`src/hdl/reconfig_pkg.sv`:
```
package reconfig_pkg;

	// **********************************************************************
	// widths that carry a meaning
	// **********************************************************************
	typedef logic [6:0]  mgmt_addr_t;	// management bus word address
	typedef logic [31:0] mgmt_data_t;	// bus write word / stored setting
	typedef logic [3:0]  lch_t;		// logical channel, 16 channels
	typedef logic [5:0]  feat_off_t;	// feature offset, 64 per channel

	// register map of the reconfig controller
	localparam mgmt_addr_t ADDR_LCH    = 7'h38;	// logical channel number
	localparam mgmt_addr_t ADDR_CS     = 7'h3A;	// control / status
	localparam mgmt_addr_t ADDR_OFFSET = 7'h3B;	// feature offset
	localparam mgmt_addr_t ADDR_DATA   = 7'h3C;	// setting data

	// control/status word bits
	localparam int CS_START_BIT     = 0;	// kicks off the reconfig
	localparam int CS_MIF_MODE1_BIT = 2;	// MIF streamer mode 1

	// controller busy time after a start, in clk cycles
	localparam int BUSY_CYCLES = 8;
	localparam int BUSY_CNT_W  = $clog2(BUSY_CYCLES + 1);

	// write sequencer states, one per bus write plus the busy wait
	typedef enum logic [3:0] {
		S_IDLE,
		S_WR_CH,		// logical channel
		S_WR_MIF,		// cs with mode 1 bit, mode 1 only
		S_WR_OFFSET,
		S_WR_DATA,
		S_WR_START,		// cs with start bit
		S_WAIT_BUSY_HI,
		S_WAIT_BUSY_LO,
		S_DONE
	} seq_state_t;

endpackage
```
`src/hdl/reconfig_request_port.sv`:
```
module reconfig_request_port (
	input  logic                   clk,
	input  logic                   reset,
	input  logic                   req,		// four-phase request
	input  reconfig_pkg::lch_t      req_lch,
	input  reconfig_pkg::feat_off_t req_offset,
	input  reconfig_pkg::mgmt_data_t req_data,
	input  logic                   req_mif_mode,
	output logic                   ack,
	output logic                   op_valid,	// level to the sequencer
	output reconfig_pkg::lch_t      op_lch,
	output reconfig_pkg::feat_off_t op_offset,
	output reconfig_pkg::mgmt_data_t op_data,
	output logic                   op_mif_mode,
	input  logic                   op_done		// pulse from the sequencer
);
	import reconfig_pkg::*;

	typedef enum logic [1:0] {
		RP_WAIT_REQ,	// ack low, looking for req
		RP_PENDING,		// op handed to the sequencer
		RP_ACK_HELD		// ack high until req drops
	} rp_state_t;

	rp_state_t state;
	logic      accept;

	assign accept = (state == RP_WAIT_REQ) && req;

	always_ff @(posedge clk or posedge reset) begin
		if (reset) begin
			state <= RP_WAIT_REQ;
		end else begin
			case (state)
				RP_WAIT_REQ: if (req) state <= RP_PENDING;
				RP_PENDING:  if (op_done) state <= RP_ACK_HELD;
				RP_ACK_HELD: if (!req) state <= RP_WAIT_REQ;	// ack falls next cycle
				default:     state <= RP_WAIT_REQ;
			endcase
		end
	end

	// field latch, frozen while the op is in flight and ack is up
	always_ff @(posedge clk) begin
		if (accept) begin
			op_lch      <= req_lch;
			op_offset   <= req_offset;
			op_data     <= req_data;
			op_mif_mode <= req_mif_mode;
		end
	end

	assign op_valid = (state == RP_PENDING);
	assign ack      = (state == RP_ACK_HELD);

endmodule

```
`config.mk`:
```
export PLATFORM = sky130hd
export DESIGN_NAME = reconfig_request_port
export DESIGN_NICKNAME = d
export VERILOG_FILES = /design/src/hdl/reconfig_pkg.sv /design/src/hdl/reconfig_request_port.sv
export SDC_FILE = /design/constraint.sdc
export NUM_CORES = 1
export LEC_CHECK = 0
export BUFFER_PORTS_ARGS = -buffer_cell sky130_fd_sc_hd__buf_2
export CAP_MARGIN = 30
export CORE_ASPECT_RATIO = 0.5
export CORE_MARGIN = 4
export CORE_UTILIZATION = 43
export CTS_CLUSTER_SIZE = 30
export DETAILED_ROUTE_END_ITERATION = 8
export GPL_TIMING_DRIVEN = 0
export PLACE_DENSITY = 0.9
export SYNTH_ARGS = -nofsm -noshare
export SYNTH_HDL_FRONTEND = slang
export SYNTH_SLANG_ARGS = --single-unit
```
`constraint.sdc`:
```
create_clock -name clk -period 5.1 [get_ports clk]
set_clock_uncertainty 0.1 [all_clocks]
set_input_delay 0.255 -clock clk [delete_from_list [all_inputs] [get_ports clk]]
set_output_delay 0.255 -clock clk [all_outputs]
set_load 0.1 [all_outputs]
```
==> qor.yml <==
run_status:
  outcome: "completed"
critical_path:
  worst-path-max-fanout: 22
  cp-end-kind: "flop"
  critical_path_arrival_ps: 1750
  critPathLaunchType: "flop"
  crit_type: "reg2reg"
  cp.required_ps: 5000
synth:
  synth-simple-area-share_pct: 2.15
  syn_inst: 54
  syn_area_sq_um: 1400
  synth_top_area_share_pct: 92.5
  yosysSeqAreaShare_pct: 96.1
  synth_fp_nets: 101
  ys.warnings.count: 0
  synth_top_family_by_area: "simple AND/OR/NAND/NOR gates"
  synth.mux.area_fraction_pct: 0
  synth-compound-area-share_pct: 1.25
  yosys.area.top_type: "edfxtp_1"
  synth_xor_area_share_pct: 0
  syn_avg_cell_area_sq_um: 25.9
  synthAdderAreaFrac_pct: 0
  synth_area_leaders: "edfxtp_1 (92%), dfrtp_1 (3.6%), a21oi_2 (0.63%)"
  synth_seq_cells: 45
  synth.distinct_cells: 9
floorplanning:
  die_h_microns: 48.3
  dieArea_sq_um: 4280
  start_util_pct: 45.8
  die_w_microns: 88.6
  coreArea_sq_um: 3050
  ios: 92
  rows: 14
timing:
  fin_crit_sh_pct: 36.3
  finalSetupViolations: 0
  clock.fmax_mhz: 541
  relSlewSlack_pct: 55.3
  worst_pin_slew_ps: 668
  finalMaxSlewViolations: 0
  setup_tns_ps: 0
  fin_crit_ps: 1850
  report.final.hold_viol_count: 0
  rsz0062_at_grt: "no"
place:
  dp_hpwl_mm: 2.68
  gp_congestion: 0.789
  port_buffers: 91
clock_tree:
  cts_buffers: 5
  cts_tree: "done"
  htree_levels: 2
  cts-root-buf: "clkbuf_8"
  clk_latency_ps: 290
  path_clk_slew_ps: 80
  clockBufferDepth: 2
  clock_sinks: 45
route:
  first_pass_iters: 4
  vias: 878
  drt_iter0_markers: 29
  vias_per_cell: 4.50
  routedWlPerCell_microns: 17.3
  drc_errors: 0
  drtAntennaViolNets: 0
  drt_wl_total_mm: 3.37
grt:
  grt_util_all_layers_pct: 15.4
  gr-total-overflow: 0
  grt_pass1_wl_mm: 4.47
  grt_max_degree: 23
  grt_pass1_vias: 883
  antenna_found_initial: 0
cells_and_area:
  nets: 201
  layout-drive-gt1-share_pct: 65.2
  area_growth_pct: 45.4
  num_antenna_cells: 0
worst_hold_path:
  hold_class: "in2reg"
job:
  timing.max_cap.violations: 0
[logic make-up after synthesis]
kind of cell | after synthesis
compound gates | 2
buf+inv | 2
flops | 45
simple gates | 5
[final cells by class]
| class | instances | area, sq um |
|---|---|---|
| clock buffers | 7 | 76.3 |
| clock inverters | 1 | 7.51 |
| fillers | 210 | 1020 |
| inverters | 2 | 7.51 |
| multi-input cells | 7 | 55.1 |
| flip-flops and latches | 45 | 1340 |
| well taps | 40 | 50.0 |
| repair buffers | 93 | 493 |
[final timing paths]
path	start	to	slack, ps	cells past startpoint
max	state[0]$_DFFE_PP0P_	op_data[12]$_DFFE_PP_	3250	3
min	req_data[17]	op_data[17]$_DFFE_PP_	30	1
max reg2reg	state[0]$_DFFE_PP0P_	op_data[12]$_DFFE_PP_	3250	3
min reg2reg	state[1]$_DFFE_PP0P_	state[0]$_DFFE_PP0P_	430	1
max in group asynchronous	reset	state[0]$_DFFE_PP0P_	4520	3
min in group asynchronous	reset	state[0]$_DFFE_PP0P_	270	3
[registers in the layout (all words and copies together), names as in the netlist]
register	flops
op_data	32
op_offset	6
op_lch	4
state	2
op_mif_mode	1
[cell usage after synthesis]
master and n:
or2b_1 1, nor2b_2 1, o2bb2ai_1 1, inv_1 2
dfrtp_1 2, edfxtp_1 43, a21oi_2 1, nand2b_1 1
nor2_1 2
[worst max-delay path, cell delays in order (launching register included)]
cell and delay (ps):
dfrtp_1 410, nand2b_1 240, nor2_4 560, buf_16 240
[per-stage QoR]
stage | worst slack [ps] | std cells | cell area (sq um) | util [%] | hold WS (ps)
5_1_grt | 3130 | 195 | 2030 | 66.6 | 9.03
6_report | 3250 | 195 | 2030 | 66.6 | 28.3
3_3_place_gp | 1700 | 185 | 1900 | 62.4 | 5.34
4_1_cts | 3230 | 195 | 2030 | 66.6 | 20.8
3_5_place_dp | 3240 | 186 | 1940 | 63.5 | 8.35
2_1_floorplan | 2180 | 54 | 1400 | - | -104
[what timing repair did]
action                                  4_1_cts  5_1_grt
hold buffers                                  1        0
hold endpoints to repair                      2        0
endpoints found under the setup margin        0        0
buffers inserted                              0        0
resized for setup                             0        0
[cells in the final DEF (no fill, tap or decap), types with 2 or more instances in the layout]
cell / count
edfxtp_1: 43
inv_1: 2
buf_2: 91
clkbuf_8: 5
dfrtp_1: 2
clkbuf_1: 2
[layer usage]
metal / share of wire, % / global-route usage, % / up-vias
met2: 62 / 31.8 / 16
met5: 0 / 0 / -
met1: 33 / 14.8 / 446
met3: 3.1 / 4.89 / 8
met4: 1.7 / 6.93 / 0
li1: - / - / 408
Power is left out: the tool's default activity adds up to more than one toggle a clock period on the data nets, which glitch-free logic cannot reach.
