## src/hdl/reconfig_pkg.sv

```systemverilog
package reconfig_pkg;

	// **********************************************************************
	// widths that carry a meaning
	// **********************************************************************
	typedef logic [6:0]  mgmt_addr_t;	// management bus word address
	typedef logic [31:0] mgmt_data_t;	// bus write word / stored setting
	typedef logic [3:0]  lch_t;		// logical channel, 16 channels
	typedef logic [5:0]  feat_off_t;	// feature offset, 64 per channel

	// register map of the reconfig controller
	localparam mgmt_addr_t ADDR_LCH    = 7'h38;	// logical channel number
	localparam mgmt_addr_t ADDR_CS     = 7'h3A;	// control / status
	localparam mgmt_addr_t ADDR_OFFSET = 7'h3B;	// feature offset
	localparam mgmt_addr_t ADDR_DATA   = 7'h3C;	// setting data

	// control/status word bits
	localparam int CS_START_BIT     = 0;	// kicks off the reconfig
	localparam int CS_MIF_MODE1_BIT = 2;	// MIF streamer mode 1

	// controller busy time after a start, in clk cycles
	localparam int BUSY_CYCLES = 8;
	localparam int BUSY_CNT_W  = $clog2(BUSY_CYCLES + 1);

	// write sequencer states, one per bus write plus the busy wait
	typedef enum logic [3:0] {
		S_IDLE,
		S_WR_CH,		// logical channel
		S_WR_MIF,		// cs with mode 1 bit, mode 1 only
		S_WR_OFFSET,
		S_WR_DATA,
		S_WR_START,		// cs with start bit
		S_WAIT_BUSY_HI,
		S_WAIT_BUSY_LO,
		S_DONE
	} seq_state_t;

endpackage
```

## src/hdl/store_write_if.sv

```systemverilog
interface store_write_if;
	import reconfig_pkg::*;

	logic       commit;	// one cycle write strobe
	lch_t       lch;
	feat_off_t  offset;
	mgmt_data_t data;
	logic       mif_mode;	// mode of the committed operation

	modport source (
		output commit, lch, offset, data, mif_mode
	);

	modport sink (
		input  commit, lch, offset, data, mif_mode
	);

endinterface

```

## src/hdl/mgmt_bus_if.sv

```systemverilog
interface mgmt_bus_if;
	import reconfig_pkg::*;

	mgmt_addr_t address;	// register select
	mgmt_data_t writedata;
	logic       write;		// held until accepted
	logic       waitrequest;	// slave stall, high in first write cycle
	logic       busy;		// controller is applying a setting

	// sequencer side
	modport master (
		output address,
		output writedata,
		output write,
		input  waitrequest,
		input  busy
	);

	// register block side
	modport slave (
		input  address,
		input  writedata,
		input  write,
		output waitrequest,
		output busy
	);

endinterface

```

## src/hdl/reconfig_csr_block.sv

```systemverilog
module reconfig_csr_block (
	input  logic         clk,
	input  logic         reset,
	mgmt_bus_if.slave    bus,
	store_write_if.source store
);
	import reconfig_pkg::*;

	logic                  wait_phase;	// first cycle of the current write seen
	logic                  wr_take;		// write completes this cycle
	logic                  wr_live;		// completed write that is decoded
	logic [BUSY_CNT_W-1:0] busy_cnt;
	lch_t                  lch_reg;
	feat_off_t             offset_reg;
	mgmt_data_t            data_reg;
	logic                  mode_reg;		// mif mode bit from last cs write

	// **********************************************************************
	// one wait state per write
	// **********************************************************************
	assign bus.waitrequest = bus.write && !wait_phase;
	assign wr_take         = bus.write && !bus.waitrequest;
	assign wr_live         = wr_take && !bus.busy;	// dropped while busy

	always_ff @(posedge clk or posedge reset) begin
		if (reset)
			wait_phase <= 1'b0;
		else
			wait_phase <= bus.write && bus.waitrequest;	// clears on completion
	end

	// register decode, payload only
	always_ff @(posedge clk) begin
		if (wr_live) begin
			case (bus.address)
				ADDR_LCH:    lch_reg    <= lch_t'(bus.writedata);
				ADDR_OFFSET: offset_reg <= feat_off_t'(bus.writedata);
				ADDR_DATA:   data_reg   <= bus.writedata;
				default:     ;	// cs handled below, others unmapped
			endcase
		end
	end

	// **********************************************************************
	// control/status, busy timer
	// **********************************************************************
	always_ff @(posedge clk or posedge reset) begin
		if (reset) begin
			busy_cnt <= '0;
			mode_reg <= 1'b0;
		end else if (wr_live && bus.address == ADDR_CS) begin
			mode_reg <= bus.writedata[CS_MIF_MODE1_BIT];	// mode 0 start clears it
			if (bus.writedata[CS_START_BIT])
				busy_cnt <= BUSY_CNT_W'(BUSY_CYCLES);
		end else if (busy_cnt != '0) begin
			busy_cnt <= busy_cnt - 1'b1;
		end
	end

	assign bus.busy = (busy_cnt != '0);

	// commit in the last busy cycle, store updated before busy falls
	assign store.commit   = (busy_cnt == BUSY_CNT_W'(1));
	assign store.lch      = lch_reg;
	assign store.offset   = offset_reg;
	assign store.data     = data_reg;
	assign store.mif_mode = mode_reg;

endmodule

```

## src/flat_wrapper.sv

```systemverilog
// flat-port wrapper written by rule: the top's interface ports become plain ports
module reconfig_csr_block_flat import reconfig_pkg::*;
  (clk, reset, bus_address, bus_writedata, bus_write, bus_waitrequest, bus_busy, store_commit, store_lch, store_offset, store_data, store_mif_mode);
  mgmt_bus_if bus_i ();
  store_write_if store_i ();
  input  logic clk;
  input  logic reset;
  input wire logic [$bits(bus_i.address)-1:0] bus_address;
  input wire logic [$bits(bus_i.writedata)-1:0] bus_writedata;
  input wire logic [$bits(bus_i.write)-1:0] bus_write;
  output wire logic [$bits(bus_i.waitrequest)-1:0] bus_waitrequest;
  output wire logic [$bits(bus_i.busy)-1:0] bus_busy;
  output wire logic [$bits(store_i.commit)-1:0] store_commit;
  output wire logic [$bits(store_i.lch)-1:0] store_lch;
  output wire logic [$bits(store_i.offset)-1:0] store_offset;
  output wire logic [$bits(store_i.data)-1:0] store_data;
  output wire logic [$bits(store_i.mif_mode)-1:0] store_mif_mode;
  assign bus_i.address = bus_address;
  assign bus_i.writedata = bus_writedata;
  assign bus_i.write = bus_write;
  assign bus_waitrequest = bus_i.waitrequest;
  assign bus_busy = bus_i.busy;
  assign store_commit = store_i.commit;
  assign store_lch = store_i.lch;
  assign store_offset = store_i.offset;
  assign store_data = store_i.data;
  assign store_mif_mode = store_i.mif_mode;
  reconfig_csr_block u_core (.clk(clk), .reset(reset), .bus(bus_i), .store(store_i));
endmodule
```

## config.mk

```make
export PLATFORM = sky130hd
export DESIGN_NAME = reconfig_csr_block_flat
export DESIGN_NICKNAME = d
export VERILOG_FILES = /design/src/hdl/reconfig_pkg.sv /design/src/hdl/store_write_if.sv /design/src/hdl/mgmt_bus_if.sv /design/src/hdl/reconfig_csr_block.sv /design/src/flat_wrapper.sv
export SDC_FILE = /design/constraint.sdc
export NUM_CORES = 1
export LEC_CHECK = 0
export ABC_AREA = 0
export BUFFER_PORTS_ARGS = -buffer_cell sky130_fd_sc_hd__buf_2
export CAP_MARGIN = 20
export CORE_MARGIN = 10
export CORE_UTILIZATION = 30
export CTS_CLUSTER_DIAMETER = 100
export DETAILED_ROUTE_END_ITERATION = 7
export GPL_TIMING_DRIVEN = 0
export MAX_ROUTING_LAYER = met4
export PLACE_DENSITY = 0.64
export SYNTH_ARGS = -nofsm -noshare
export SYNTH_HDL_FRONTEND = slang
export SYNTH_SLANG_ARGS = --single-unit
```

## constraint.sdc

```tcl
create_clock -name clk -period 3.47 [get_ports clk]
set_input_delay 0 -clock clk [delete_from_list [all_inputs] [get_ports clk]]
set_output_delay 0 -clock clk [all_outputs]
set_load 0.02 [all_outputs]
```

==> metrics.csv <==
stage;metric;value;unit
yosys;compound-cell area share of the yosys netlist;0.680;%
global_route;met2 Usage GRT;17.0;%
drt;total number of vias;1157;
placed_design;HPWL Detailed;3170;um
worst_setup_path;Worst path max stage delay;650;ps
yosys;largest cells by area after synthesis;edfxtp_1 76%, dfrtp_1 9.1%, ha_1 2.3%;
yosys;#FFs+latches synth;48;
yosys;Syn Nets;125;
yosys;post-synthesis xor/xnor area fraction;1.06;%
cts;H-Tree Depth;2;
final_layout;Syn-to-layout area delta;60.8;%
drt;antenna-violating nets left;0;
worst_setup_path;CP Max Fanout;8;
worst_setup_path;critical-path cell list;inv_1 > ha_1 > nor3b_4 > or3b_1 > nor4_1;
yosys;Synth Area in Adders;2.27;%
cts;Sink Count;48;
final_layout;post-route design area;0.00266;mm2
floorplanning;core outline area;0.00524;mm2
drt;DRC viols;0;
global_route;met1 usage;10.1;%
placed_design;Buffers on Ports;87;
hold_path;Min-Delay Startpoint;bus_address[1];
hold_path;Hold Path Stages;2;
global_route;pin count of the biggest net entering global routing;16;
cts;CTS tree;done;
drt;Initial DRT Pass Iterations;4;
hold_path;hold crit path type;in -> reg;
pwr;Max VDD drop;0.000327;V
yosys;Synth Area per Inst;20.7;um2
yosys;Syn Inst Count;80;
yosys;Warnings, synthesis;0;
worst_setup_path;R2R depth;5;
cts;Post-CTS Setup Bufs;0;
yosys;Synth area leader;edfxtp_1;
pwr;P_leak;1.12;nW
yosys;Post-Syn Area;0.00166;mm2
sta;endpoints failing setup;0;
global_route;first-pass GRT wire length;6680;um
pwr;PD cells;476;mW/mm2
global_route;vias in the first global route;1323;
final_layout;layout cells sized above 1;47.4;%
sta;WHS;84.0;ps
drt;Via-to-Cell Ratio;4.12;
worst_setup_path;startpoint types;flip-flop;
worst_setup_path;r2r startpoint;u_core.busy_cnt[1];
yosys;Primary FF master, synth;edfxtp_1;
global_route;gr busiest metal;met2;
final_layout;Layout fillers;461;
yosys;sequential share of the synthesized area;85.3;%
yosys;simple-gate portion of the synthesized area;8.24;%
final_layout;Layout Nets;255;
global_route;grt ovf;0;
floorplanning;Starting Density;31.6;%
floorplanning;Die W;94.3;um
cts;CTS root buffer;clkbuf_8;
sta;max_slew headroom;44.3;%
worst_setup_path;Worst setup startpoint;u_core.busy_cnt[1];
worst_setup_path;setup slack, reg-to-reg;1000;ps
worst_setup_path;Worst setup EP type;flip-flop;
final_layout;number of flip-flops in the largest register;32;
sta;Final Skew;10.1;ps
cts;clk_lat worst skew;290;ps
cts;Clock Path Buffers;2;
yosys;Post-synth EDFFs;42;
drt;final wirelength;4140;um
worst_setup_path;FF-to-FF End;u_core.store.lch[2];
drt;Routed WL per cell;14.7;um
placed_design;gpl congestion;0.727;
global_route;initial antenna violation count;0;
worst_setup_path;Critical Path AT;2400;ps
cts;Clock transition at path regs;90;ps
floorplanning;DIE AREA;0.00889;mm2
sta;Worst-Margin Slew;827;ps
job;max_cap viols;0;
floorplanning;# rows;26;
sta;Final Hold Viols;0;
floorplanning;die height;94.3;um
worst_setup_path;WS Path Type;reg -> reg;
sta;Post-Route Setup TNS;0;ps
global_route;Total Routing Usage GR;9.84;%
placed_design;dpl cell area;0.00221;mm2
yosys;Async S/R FF share, synth;12.5;%
yosys;synth unique cells;23;
sta;RSZ-0062 raised after global routing;no;
worst_setup_path;Worst path slowest cell;nor4_1;
worst_setup_path;WP data required;3400;ps
final_layout;ANT cells;0;
hold_path;Min-Delay Endpoint;u_core.store.data[2];
drt;DR iter-0 viols;18;
sta;max-slew violations;0;
yosys;post-synthesis mux area share;1.36;%
sta;Achievable Freq;404;MHz
yosys;top-area cell type share of the netlist area;76.2;%
floorplanning;I/O pin count;88;
pwr;Total Power;0.00127;W
global_route;Global Route met3 Usage;3.68;%
sta;Period minus WS final;2470;ps
sta;Final Cycle Share;71.3;%
yosys;largest family of logic cells by synthesized area;simple AND/OR/NAND/NOR gates;
status;outcome;finished clean;
cts;total CTS buffers;5;
-- cell families after synthesis --
kind of cell    after synthesis
compound gates                2
xor+xnor                      2
fa+ha+maj                     3
buf+inv                       5
flops                        48
mux                           2
simple gates                 18
-- Yosys cell counts, types with 2 or more instances --
| cell type | instances |
|---|---|
| edfxtp_1 | 42 |
| nor2_1 | 2 |
| nand2_1 | 3 |
| or3b_1 | 2 |
| ha_1 | 3 |
| nor4_1 | 2 |
| inv_1 | 5 |
| dfrtp_1 | 6 |
-- critical path, delay by kind of cell (launching register included) --
family	cells	cell delay [ps]
flops	1	410
buf+inv	1	120
simple gates	3	1430
fa+ha+maj	1	160
-- metal layers --
| layer | routed length, um | vias up |
|---|---|---|
| met3 | 307 | 2 |
| met5 | 0 | - |
| met2 | 2270 | 46 |
| met1 | 1540 | 546 |
| li1 | - | 563 |
| met4 | 16 | 0 |
-- worst max-delay path by stage --
stage                       endpoint  cells past startpoint  slack [ps]
5_1_grt          u_core.store.lch[1]                      5         850
3_3_place_gp   u_core.store.data[13]                      5          -2
6_report         u_core.store.lch[2]                      5        1000
3_5_place_dp     u_core.store.lch[2]                      5         970
4_1_cts        u_core.store.data[20]                      6         960
2_1_floorplan   u_core.store.data[0]                      5         580
-- power breakdown --
part / switching [W] / internal (W)
clock: 0.000167 / 0.000214
sequential: 0.0000323 / 0.000654
combinational: 0.0000863 / 0.000114
total: 0.000285 / 0.000982
-- cell type report --
type	count	area (um2)	share of cell area [%]
clock inverter	2	35.0	1.32
tap	70	87.6	3.29
inverter	5	18.8	0.705
multi-input combinational	27	234	8.79
timing repair buffer	123	802	30.1
sequential	48	1410	53.0
clock buffer	6	72.6	2.73
-- repair_timing --
item,4_1_cts,5_1_grt
hold endpoints to repair,50,0
gates resized for setup,0,0
hold buffers,34,0
-- cells in the final DEF, fill, tap and decap left out, types with 2 or more instances in the layout --
master	instances
buf_2	87
clkbuf_8	5
dfrtp_1	6
dlygate4sd3_1	34
edfxtp_1	42
ha_1	3
inv_1	5
nand2_1	3
nor2_1	2
nor4_1	2
or3b_1	2
-- metrics by stage --
| stage | std cells | setup WS, ps | util [%] |
|---|---|---|---|
| after floorplan | 80 | 580 | - |
| after global placement | 237 | -1.55 | 41.8 |
| after detailed placement | 239 | 967 | 42.3 |
| after CTS | 281 | 962 | 50.8 |
| after global routing | 281 | 852 | 50.8 |
| final | 281 | 996 | 50.8 |
Note: power is estimated with default switching activity, not from simulation.
