### src/hdl/reconfig_pkg.sv
package reconfig_pkg;

	// **********************************************************************
	// widths that carry a meaning
	// **********************************************************************
	typedef logic [6:0]  mgmt_addr_t;	// management bus word address
	typedef logic [31:0] mgmt_data_t;	// bus write word / stored setting
	typedef logic [3:0]  lch_t;		// logical channel, 16 channels
	typedef logic [5:0]  feat_off_t;	// feature offset, 64 per channel

	// register map of the reconfig controller
	localparam mgmt_addr_t ADDR_LCH    = 7'h38;	// logical channel number
	localparam mgmt_addr_t ADDR_CS     = 7'h3A;	// control / status
	localparam mgmt_addr_t ADDR_OFFSET = 7'h3B;	// feature offset
	localparam mgmt_addr_t ADDR_DATA   = 7'h3C;	// setting data

	// control/status word bits
	localparam int CS_START_BIT     = 0;	// kicks off the reconfig
	localparam int CS_MIF_MODE1_BIT = 2;	// MIF streamer mode 1

	// controller busy time after a start, in clk cycles
	localparam int BUSY_CYCLES = 8;
	localparam int BUSY_CNT_W  = $clog2(BUSY_CYCLES + 1);

	// write sequencer states, one per bus write plus the busy wait
	typedef enum logic [3:0] {
		S_IDLE,
		S_WR_CH,		// logical channel
		S_WR_MIF,		// cs with mode 1 bit, mode 1 only
		S_WR_OFFSET,
		S_WR_DATA,
		S_WR_START,		// cs with start bit
		S_WAIT_BUSY_HI,
		S_WAIT_BUSY_LO,
		S_DONE
	} seq_state_t;

endpackage
### src/hdl/mgmt_bus_if.sv
interface mgmt_bus_if;
	import reconfig_pkg::*;

	mgmt_addr_t address;	// register select
	mgmt_data_t writedata;
	logic       write;		// held until accepted
	logic       waitrequest;	// slave stall, high in first write cycle
	logic       busy;		// controller is applying a setting

	// sequencer side
	modport master (
		output address,
		output writedata,
		output write,
		input  waitrequest,
		input  busy
	);

	// register block side
	modport slave (
		input  address,
		input  writedata,
		input  write,
		output waitrequest,
		output busy
	);

endinterface

### src/hdl/reconfig_mgmt_write.sv
module reconfig_mgmt_write (
	input  logic                    clk,
	input  logic                    reset,
	input  logic                    op_valid,	// held until op_done
	input  reconfig_pkg::lch_t       op_lch,
	input  reconfig_pkg::feat_off_t  op_offset,
	input  reconfig_pkg::mgmt_data_t op_data,
	input  logic                    op_mif_mode,
	output logic                    op_done,
	mgmt_bus_if.master              bus
);
	import reconfig_pkg::*;

	seq_state_t state;
	logic       accept;		// write completes this cycle
	mgmt_data_t start_word;	// cs word with start bit

	assign accept = bus.write && !bus.waitrequest;

	always_comb begin
		start_word                   = '0;
		start_word[CS_START_BIT]     = 1'b1;
		start_word[CS_MIF_MODE1_BIT] = op_mif_mode;	// mode bit rides along in mode 1
	end

	// **********************************************************************
	// sequencing, one state per write, advance only on accept
	// **********************************************************************
	always_ff @(posedge clk or posedge reset) begin
		if (reset) begin
			state <= S_IDLE;
		end else begin
			case (state)
				S_IDLE:
					if (op_valid && !bus.busy) state <= S_WR_CH;
				S_WR_CH:
					if (accept) state <= op_mif_mode ? S_WR_MIF : S_WR_OFFSET;
				S_WR_MIF:       if (accept) state <= S_WR_OFFSET;
				S_WR_OFFSET:    if (accept) state <= S_WR_DATA;
				S_WR_DATA:      if (accept) state <= S_WR_START;
				S_WR_START:     if (accept) state <= S_WAIT_BUSY_HI;
				S_WAIT_BUSY_HI: if (bus.busy) state <= S_WAIT_BUSY_LO;	// controller took it
				S_WAIT_BUSY_LO: if (!bus.busy) state <= S_DONE;		// setting committed
				S_DONE:         state <= S_IDLE;
				default:        state <= S_IDLE;
			endcase
		end
	end

	// bus drive decoded from state, op fields are stable while op_valid
	always_comb begin
		bus.write     = 1'b1;
		bus.address   = ADDR_CS;
		bus.writedata = '0;
		case (state)
			S_WR_CH: begin
				bus.address   = ADDR_LCH;
				bus.writedata = mgmt_data_t'(op_lch);
			end
			S_WR_MIF:    bus.writedata[CS_MIF_MODE1_BIT] = 1'b1;	// cs word, mode 1 bit only
			S_WR_OFFSET: begin
				bus.address   = ADDR_OFFSET;
				bus.writedata = mgmt_data_t'(op_offset);
			end
			S_WR_DATA: begin
				bus.address   = ADDR_DATA;
				bus.writedata = op_data;
			end
			S_WR_START:  bus.writedata = start_word;
			default:     bus.write = 1'b0;	// no transfer outside write states
		endcase
	end

	assign op_done = (state == S_DONE);

endmodule

### src/flat_wrapper.sv
// flat-port wrapper written by rule: the top's interface ports become plain ports
module reconfig_mgmt_write_flat import reconfig_pkg::*;
  (clk, reset, op_valid, op_lch, op_offset, op_data, op_mif_mode, op_done, bus_address, bus_writedata, bus_write, bus_waitrequest, bus_busy);
  mgmt_bus_if bus_i ();
  input  logic clk;
  input  logic reset;
  input  logic op_valid;
  input  reconfig_pkg::lch_t op_lch;
  input  reconfig_pkg::feat_off_t op_offset;
  input  reconfig_pkg::mgmt_data_t op_data;
  input  logic op_mif_mode;
  output logic op_done;
  output wire logic [$bits(bus_i.address)-1:0] bus_address;
  output wire logic [$bits(bus_i.writedata)-1:0] bus_writedata;
  output wire logic [$bits(bus_i.write)-1:0] bus_write;
  input wire logic [$bits(bus_i.waitrequest)-1:0] bus_waitrequest;
  input wire logic [$bits(bus_i.busy)-1:0] bus_busy;
  assign bus_address = bus_i.address;
  assign bus_writedata = bus_i.writedata;
  assign bus_write = bus_i.write;
  assign bus_i.waitrequest = bus_waitrequest;
  assign bus_i.busy = bus_busy;
  reconfig_mgmt_write u_core (.clk(clk), .reset(reset), .op_valid(op_valid), .op_lch(op_lch), .op_offset(op_offset), .op_data(op_data), .op_mif_mode(op_mif_mode), .op_done(op_done), .bus(bus_i));
endmodule
### config.mk
export PLATFORM = sky130hd
export DESIGN_NAME = reconfig_mgmt_write_flat
export DESIGN_NICKNAME = d
export VERILOG_FILES = /design/src/hdl/reconfig_pkg.sv /design/src/hdl/mgmt_bus_if.sv /design/src/hdl/reconfig_mgmt_write.sv /design/src/flat_wrapper.sv
export SDC_FILE = /design/constraint.sdc
export NUM_CORES = 1
export LEC_CHECK = 0
export BUFFER_PORTS_ARGS = -buffer_cell sky130_fd_sc_hd__buf_2
export CAP_MARGIN = 20
export CORE_ASPECT_RATIO = 1.1
export CORE_MARGIN = 1
export CORE_UTILIZATION = 32
export DETAILED_ROUTE_END_ITERATION = 8
export PLACE_DENSITY_LB_ADDON = 0.05
export REMOVE_ABC_BUFFERS = 1
export SYNTH_ARGS = -nofsm -noshare
export SYNTH_HDL_FRONTEND = slang
export SYNTH_SLANG_ARGS = --single-unit
### constraint.sdc
create_clock -name clk -period 1.6 [get_ports clk]
set_input_delay 0.24 -clock clk [delete_from_list [all_inputs] [get_ports clk]]
set_output_delay 0.24 -clock clk [all_outputs]
set_load 0.03 [all_outputs]
==> results by group, run 1 <==
Critical path
  • Setup CP Type: reg -> out
  • Worst Path Required: 1.36 ns
  • Critical path fanouts, max: 16
  • Critical Path AT: 1.62 ns
  • Crit. End Element: output port
  • Startpoint types: flip-flop

CTS
  • Cts bufs inserted: 3
  • CTS Buffer Depth: 2
  • Later-pin clock latency in the skew report: 0.24 ns
  • CTS tree: yes
  • Clock tree root buffer cell: clkbuf_4
  • Clock-pin slew on the worst setup and hold paths: 0.04 ns
  • Clk sinks: 4
  • # H-tree levels: 1

STA
  • Final hold viol count: 0
  • Slew Limit Fails: 0
  • Unrepaired setup endpoints after global routing: yes
  • Max Freq: 0.539 GHz
  • Fin worst setup slack: -0.255 ns
  • Min Tclk post-route: 1.86 ns
  • Clk_skew: 0.00499 ns
  • Final setup viols: 35
  • Final period util: 116%

Synthesis
  • EDFF count, synth: 0
  • Asr flop ratio synth: 100%
  • Yosys cell types: 32
  • Yosys reg bits: 4
  • Gate Count Post-Synth: 95
  • Sequential share of the synthesized area: 14.3%
  • Mapped cell area: 702 um2
  • Synth Area per Inst: 7.39 um2
  • Synth warnings: 0
  • Synth Flop Type: dfrtp_1

Route
  • ANT nets after route: 0
  • WL/cell: 14.6 um
  • Initial drt markers: 12
  • Routed wire length: 3140 um
  • Vias: 1045
  • Vias/cell: 4.86
  • 1st-pass router iterations: 4
  • DRC: 0

Final layout
  • Largest reg by FF count: u_core.state
  • Post-route cell area: 1570 um2
  • ANT cells: 0
  • Layout fillers: 152
  • Final Util: 76.8%
  • Area grow syn2layout: 124%
  • Nets@finish: 237
  • Top flop regs: u_core.state x4
  • Max FFs per register: 4
  • Layout cells sized above 1: 72.2%

Power and ir drop
  • Power share of the clock group: 5.1%
  • Combinational Power Share: 85.5%
  • Sequential Power Share: 9.5%
  • P per Cell Area: 1590 nW/um2
  • Sw power: 1.25 mW
  • Internal power: 1.25 mW
  • Peak supply drop: 1.18 mV
  • Switching part of the total: 50.1%
  • Leak: 0.816 nW

Floorplanning
  • Core area: 2040 um2
  • Die Wd: 46.7 um
  • Initial core utilization: 34.4%
  • Die outline area: 2390 um2
  • IO Pins: 89
  • Die Span Y: 51.1 um
  • Num rows: 17

GRT
  • Total grt overflow: 0
  • Global-route wire length before repair: 4280 um
  • Vias in the first global route: 1004
  • Initial antenna violation count: 0
  • Pin count of the biggest net entering global routing: 17
  • Total GRT Usage: 25.1%

Run status
  • Failing checks: setup timing
  • Status: complete, but fails checks

Place
  • PortBufs: 84
  • Pre-CTS setup slack: 0.0523 ns
  • Cell Area, Placed: 1120 um2
  • HPWL after DPL: 1730 um
  • Routability cong.: 0.803

Flow run
  • Max_cap viols: 0

Worst hold path
  • Worst hold path type: in -> reg
## power groups by stage
| stage | sequential [mW] | clock (mW) | combinational (mW) |
|---|---|---|---|
| floorplan | 0.282 | 0 | 0.963 |
| global placement | 0.239 | 0 | 1.48 |
| detailed placement | 0.242 | 0 | 1.48 |
| CTS | 0.226 | 0.129 | 1.99 |
| global route | 0.242 | 0.141 | 2.27 |
| finish | 0.236 | 0.127 | 2.14 |
## cells by family after synthesis
kind of cell    Yosys count  share of synthesized area (%)
flops                     4                           14.3
compound gates           19                           19.4
other cells               2                           1.07
simple gates             50                           44.2
buf+inv                  17                           16.6
xor+xnor                  1                           1.25
mux                       2                           3.21
## cell usage after synthesis, types with 3 or more instances
library cell | n | area (um2)
a21oi_1 | 3 | 15.0
and2_1 | 27 | 169
buf_2 | 6 | 30.0
buf_4 | 4 | 30.0
buf_6 | 4 | 45.0
dfrtp_1 | 4 | 100
inv_1 | 3 | 11.3
nand2_1 | 8 | 30.0
nor2_1 | 5 | 18.8
o21ai_0 | 4 | 20.0
## critical path, cell delays in order, from the launching register on
cell and delay [ns]:
dfrtp_2 0.44, nor4b_4 0.34, buf_4 0.18, buf_12 0.12, and2_1 0.15, buf_6 0.14
## routing by layer
layer / track usage [%] / up-vias / wire, um
met2: 45.4 / 56 / 1620
met4: 10.0 / 0 / 76
met3: 5.30 / 8 / 250
met5: 0 / - / 0
li1: - / 497 / -
met1: 27.0 / 484 / 1200
## stage by stage
step / setup TNS, ns / power, mW / hold WS [ns] / instances
finish: -7.71 / 2.50 / 0.249 / 215
global route: -10.15 / 2.65 / 0.268 / 215
CTS: -6.09 / 2.35 / 0.243 / 212
detailed placement: 0 / 1.72 / 0.130 / 201
global placement: 0 / 1.72 / 0.125 / 201
floorplan: -18.06 / 1.25 / 0.00608 / 83
## layout by cell type (no fill, tap or decap), types with 2 or more instances in the layout
cell type  netlist  routed
buf_2            6      50
buf_6            4      38
and2_4           0      15
and2_1          27      12
buf_4            4       9
nand2_1          8       4
nor2_1           5       4
o21ai_0          4       4
conb_1           2       4
dfrtp_2          0       4
inv_1            3       3
a21oi_1          3       3
nand2_2          0       3
clkbuf_4         0       3
a22o_1           2       2
a22oi_2          0       2
mux2_2           2       2
## timing repair
item | in CTS | in global routing
cloned | 2 | 0
resized for setup | 90 | 15
setup endpoints to repair | 36 | 37
setup buffers | 5 | 3
hold buffers | 1 | 0
pin swaps | 15 | 0
endpoints found under the hold margin | 4 | 0
## layout make-up
type	instances	area, um2	share of cell area [%]
repair buffers	101	816	52.0
multi-input cells	76	579	36.9
flip-flops and latches	4	105	6.70
well taps	28	35.0	2.23
clock buffers	3	22.5	1.44
inverters	3	11.3	0.718
## final timing paths
check	from	to	slack (ns)	depth (start not counted)
max in group asynchronous	reset	u_core.state[0]	1.00	3
setup / recovery	u_core.state[3]	bus_writedata[24]	-0.26	5
hold / removal	bus_busy	u_core.state[3]	0.25	2
hold reg to reg	u_core.state[3]	u_core.state[2]	0.68	2
min in group asynchronous	reset	u_core.state[2]	0.43	3
setup reg to reg	u_core.state[0]	u_core.state[0]	0.26	5
(Power assumes the default switching activity.)
==> run 2: changes to the inputs <==
--- a/config.mk
+++ b/config.mk
@@ -5,7 +5,7 @@
 export SDC_FILE = /design/constraint.sdc
 export NUM_CORES = 1
 export LEC_CHECK = 0
-export BUFFER_PORTS_ARGS = -buffer_cell sky130_fd_sc_hd__buf_2
+export BUFFER_PORTS_ARGS = -buffer_cell sky130_fd_sc_hd__clkbuf_2
 export CAP_MARGIN = 20
 export CORE_ASPECT_RATIO = 1.1
 export CORE_MARGIN = 1
==> run 2 against run 1 <==
The flow still finishes with violations (setup timing). Wire length down 1.4%. Clock power hardly changed. Cell area up 1.6%. Worst hold slack better by 0.0071 ns. Maximum frequency rose by 1.6%. Largest cell class unchanged. Sequential share of layout area fell by 0.18 points. Worst setup slack better by 0.030 ns. Non-clock buffer count down 3.
==> results by group, run 2 (synthesis results as in run 1) <==
GRT
  • Pin count of the biggest net entering global routing: 33
  • Total grt overflow: 0
  • Vias in the first global route: 930
  • Total GRT Usage: 23.0%
  • Global-route wire length before repair: 3980 um
  • Initial antenna violation count: 0

Final layout
  • ANT cells: 0
  • Final Util: 78.1%
  • Nets@finish: 234
  • Top flop regs: u_core.state x4
  • Area grow syn2layout: 127%
  • Largest reg by FF count: u_core.state
  • Most common cell after layout, fill and taps aside: clkbuf_2
  • Post-Layout Cell Count: 212
  • Layout cells sized above 1: 67.9%
  • Layout fillers: 139
  • Max FFs per register: 4
  • Most frequent cells in the layout: clkbuf_2, buf_8, and2_4

STA
  • Slew Limit Fails: 0
  • Min Tclk post-route: 1.83 ns
  • Fin worst setup slack: -0.225 ns
  • Final hold viol count: 0
  • Worst hold slack: 0.256 ns
  • Final setup viols: 36
  • Clk_skew: 0.000567 ns
  • Final period util: 114%
  • Max Freq: 0.548 GHz
  • Unrepaired setup endpoints after global routing: yes

Power and ir drop
  • Leak: 0.824 nW
  • P per Cell Area: 1540 nW/um2
  • Peak supply drop: 0.932 mV
  • Total power: 2.46 mW

Route
  • Initial drt markers: 15
  • Routed wire length: 3100 um
  • DRC: 0
  • ANT nets after route: 0
  • Vias/cell: 4.96
  • WL/cell: 14.6 um
  • 1st-pass router iterations: 5
  • Vias: 1052

Floorplanning
  • Num rows: 17
  • Die Wd: 46.7 um
  • Die Span Y: 51.1 um
  • Die outline area: 2390 um2
  • Core area: 2040 um2
  • IO Pins: 89
  • Initial core utilization: 34.4%

CTS
  • Clock tree root buffer cell: clkbuf_4
  • Later-pin clock latency in the skew report: 0.23 ns
  • Cts bufs inserted: 3
  • CTS Buffer Depth: 2
  • Clk sinks: 4
  • CTS tree: yes
  • # H-tree levels: 1
  • Clock-pin slew on the worst setup and hold paths: 0.04 ns

Critical path
  • Critical path fanouts, max: 16
  • Setup CP Type: reg -> out
  • Critical Path AT: 1.59 ns
  • Top delay family on crit path: buffers and inverters
  • Crit. End Element: output port
  • Critical path cell sequence: nor4b_4 -> buf_4 -> clkbuf_16 -> and2_1 -> buf_8
  • CP max stage cell: dfrtp_2
  • Critical path's largest stage delay: 0.44 ns
  • Worst Path Required: 1.36 ns
  • Sum of buffers and inverters on the critical path: 3
  • Startpoint types: flip-flop

Place
  • PortBufs: 84
  • Placed cell count: 202
  • HPWL after DPL: 1730 um
  • Routability cong.: 0.813

Worst hold path
  • Worst hold path type: in -> reg

Flow run
  • Max_cap viols: 0

Run status
  • Status: complete, but fails checks
  • Failing checks: setup timing
## run 2: final timing paths
kind | slack [ns] | end | start | cells after the start
min in group asynchronous | 0.42 | u_core.state[0] | reset | 3
worst min-delay path | 0.26 | u_core.state[3] | bus_busy | 2
worst max register to register | 0.18 | u_core.state[0] | u_core.state[1] | 4
worst min register to register | 0.65 | u_core.state[2] | u_core.state[3] | 2
max in group asynchronous | 1.02 | u_core.state[3] | reset | 3
worst max-delay path | -0.23 | bus_writedata[28] | u_core.state[1] | 5
## run 2: stage by stage
stage                     TNS, ns  setup slack (ns)  area [um2]
after floorplan            -18.06            -0.578         604
final                       -6.13            -0.225        1590
after global routing        -7.98            -0.280        1590
after global placement          0            0.0248        1140
after detailed placement        0            0.0216        1140
after CTS                   -5.53            -0.199        1450
## run 2: final cells by class
| type | instances | area [um2] | area share, % |
|---|---|---|---|
| inverter | 3 | 11.3 | 0.706 |
| sequential | 4 | 104 | 6.51 |
| clock buffer | 3 | 22.5 | 1.41 |
| timing repair buffer | 98 | 870 | 54.6 |
| multi-input combinational | 76 | 552 | 34.6 |
| tap | 28 | 35.0 | 2.20 |
## run 2: where the power goes
| part | internal, mW | total (mW) | switching [mW] |
|---|---|---|---|
| Combinational | 1.02 | 2.10 | 1.08 |
| Sequential | 0.152 | 0.230 | 0.0779 |
| Clock | 0.0839 | 0.125 | 0.0410 |
| Total | 1.26 | 2.46 | 1.20 |
## run 2: repair_timing
action,4_1_cts,5_1_grt
setup endpoints to repair,37,37
hold buffers,1,0
setup buffers,1,4
hold endpoints to repair,4,0
pin swaps,1,2
resized for setup,68,51
gates cloned,0,1
## run 2: layer usage
layer	wire (um)	global-route usage, %	vias to the layer above
met4	47	8.10	0
met3	293	7.42	4
met2	1570	38.7	55
met1	1190	26.3	500
met5	0	0	-
li1	-	-	493
## run 2: worst reg2reg max path: stages (launching register included)
cell and delay, ns:
dfrtp_2 0.44, buf_4 0.15, buf_4 0.16, a2111oi_0 0.41, o41ai_1 0.13
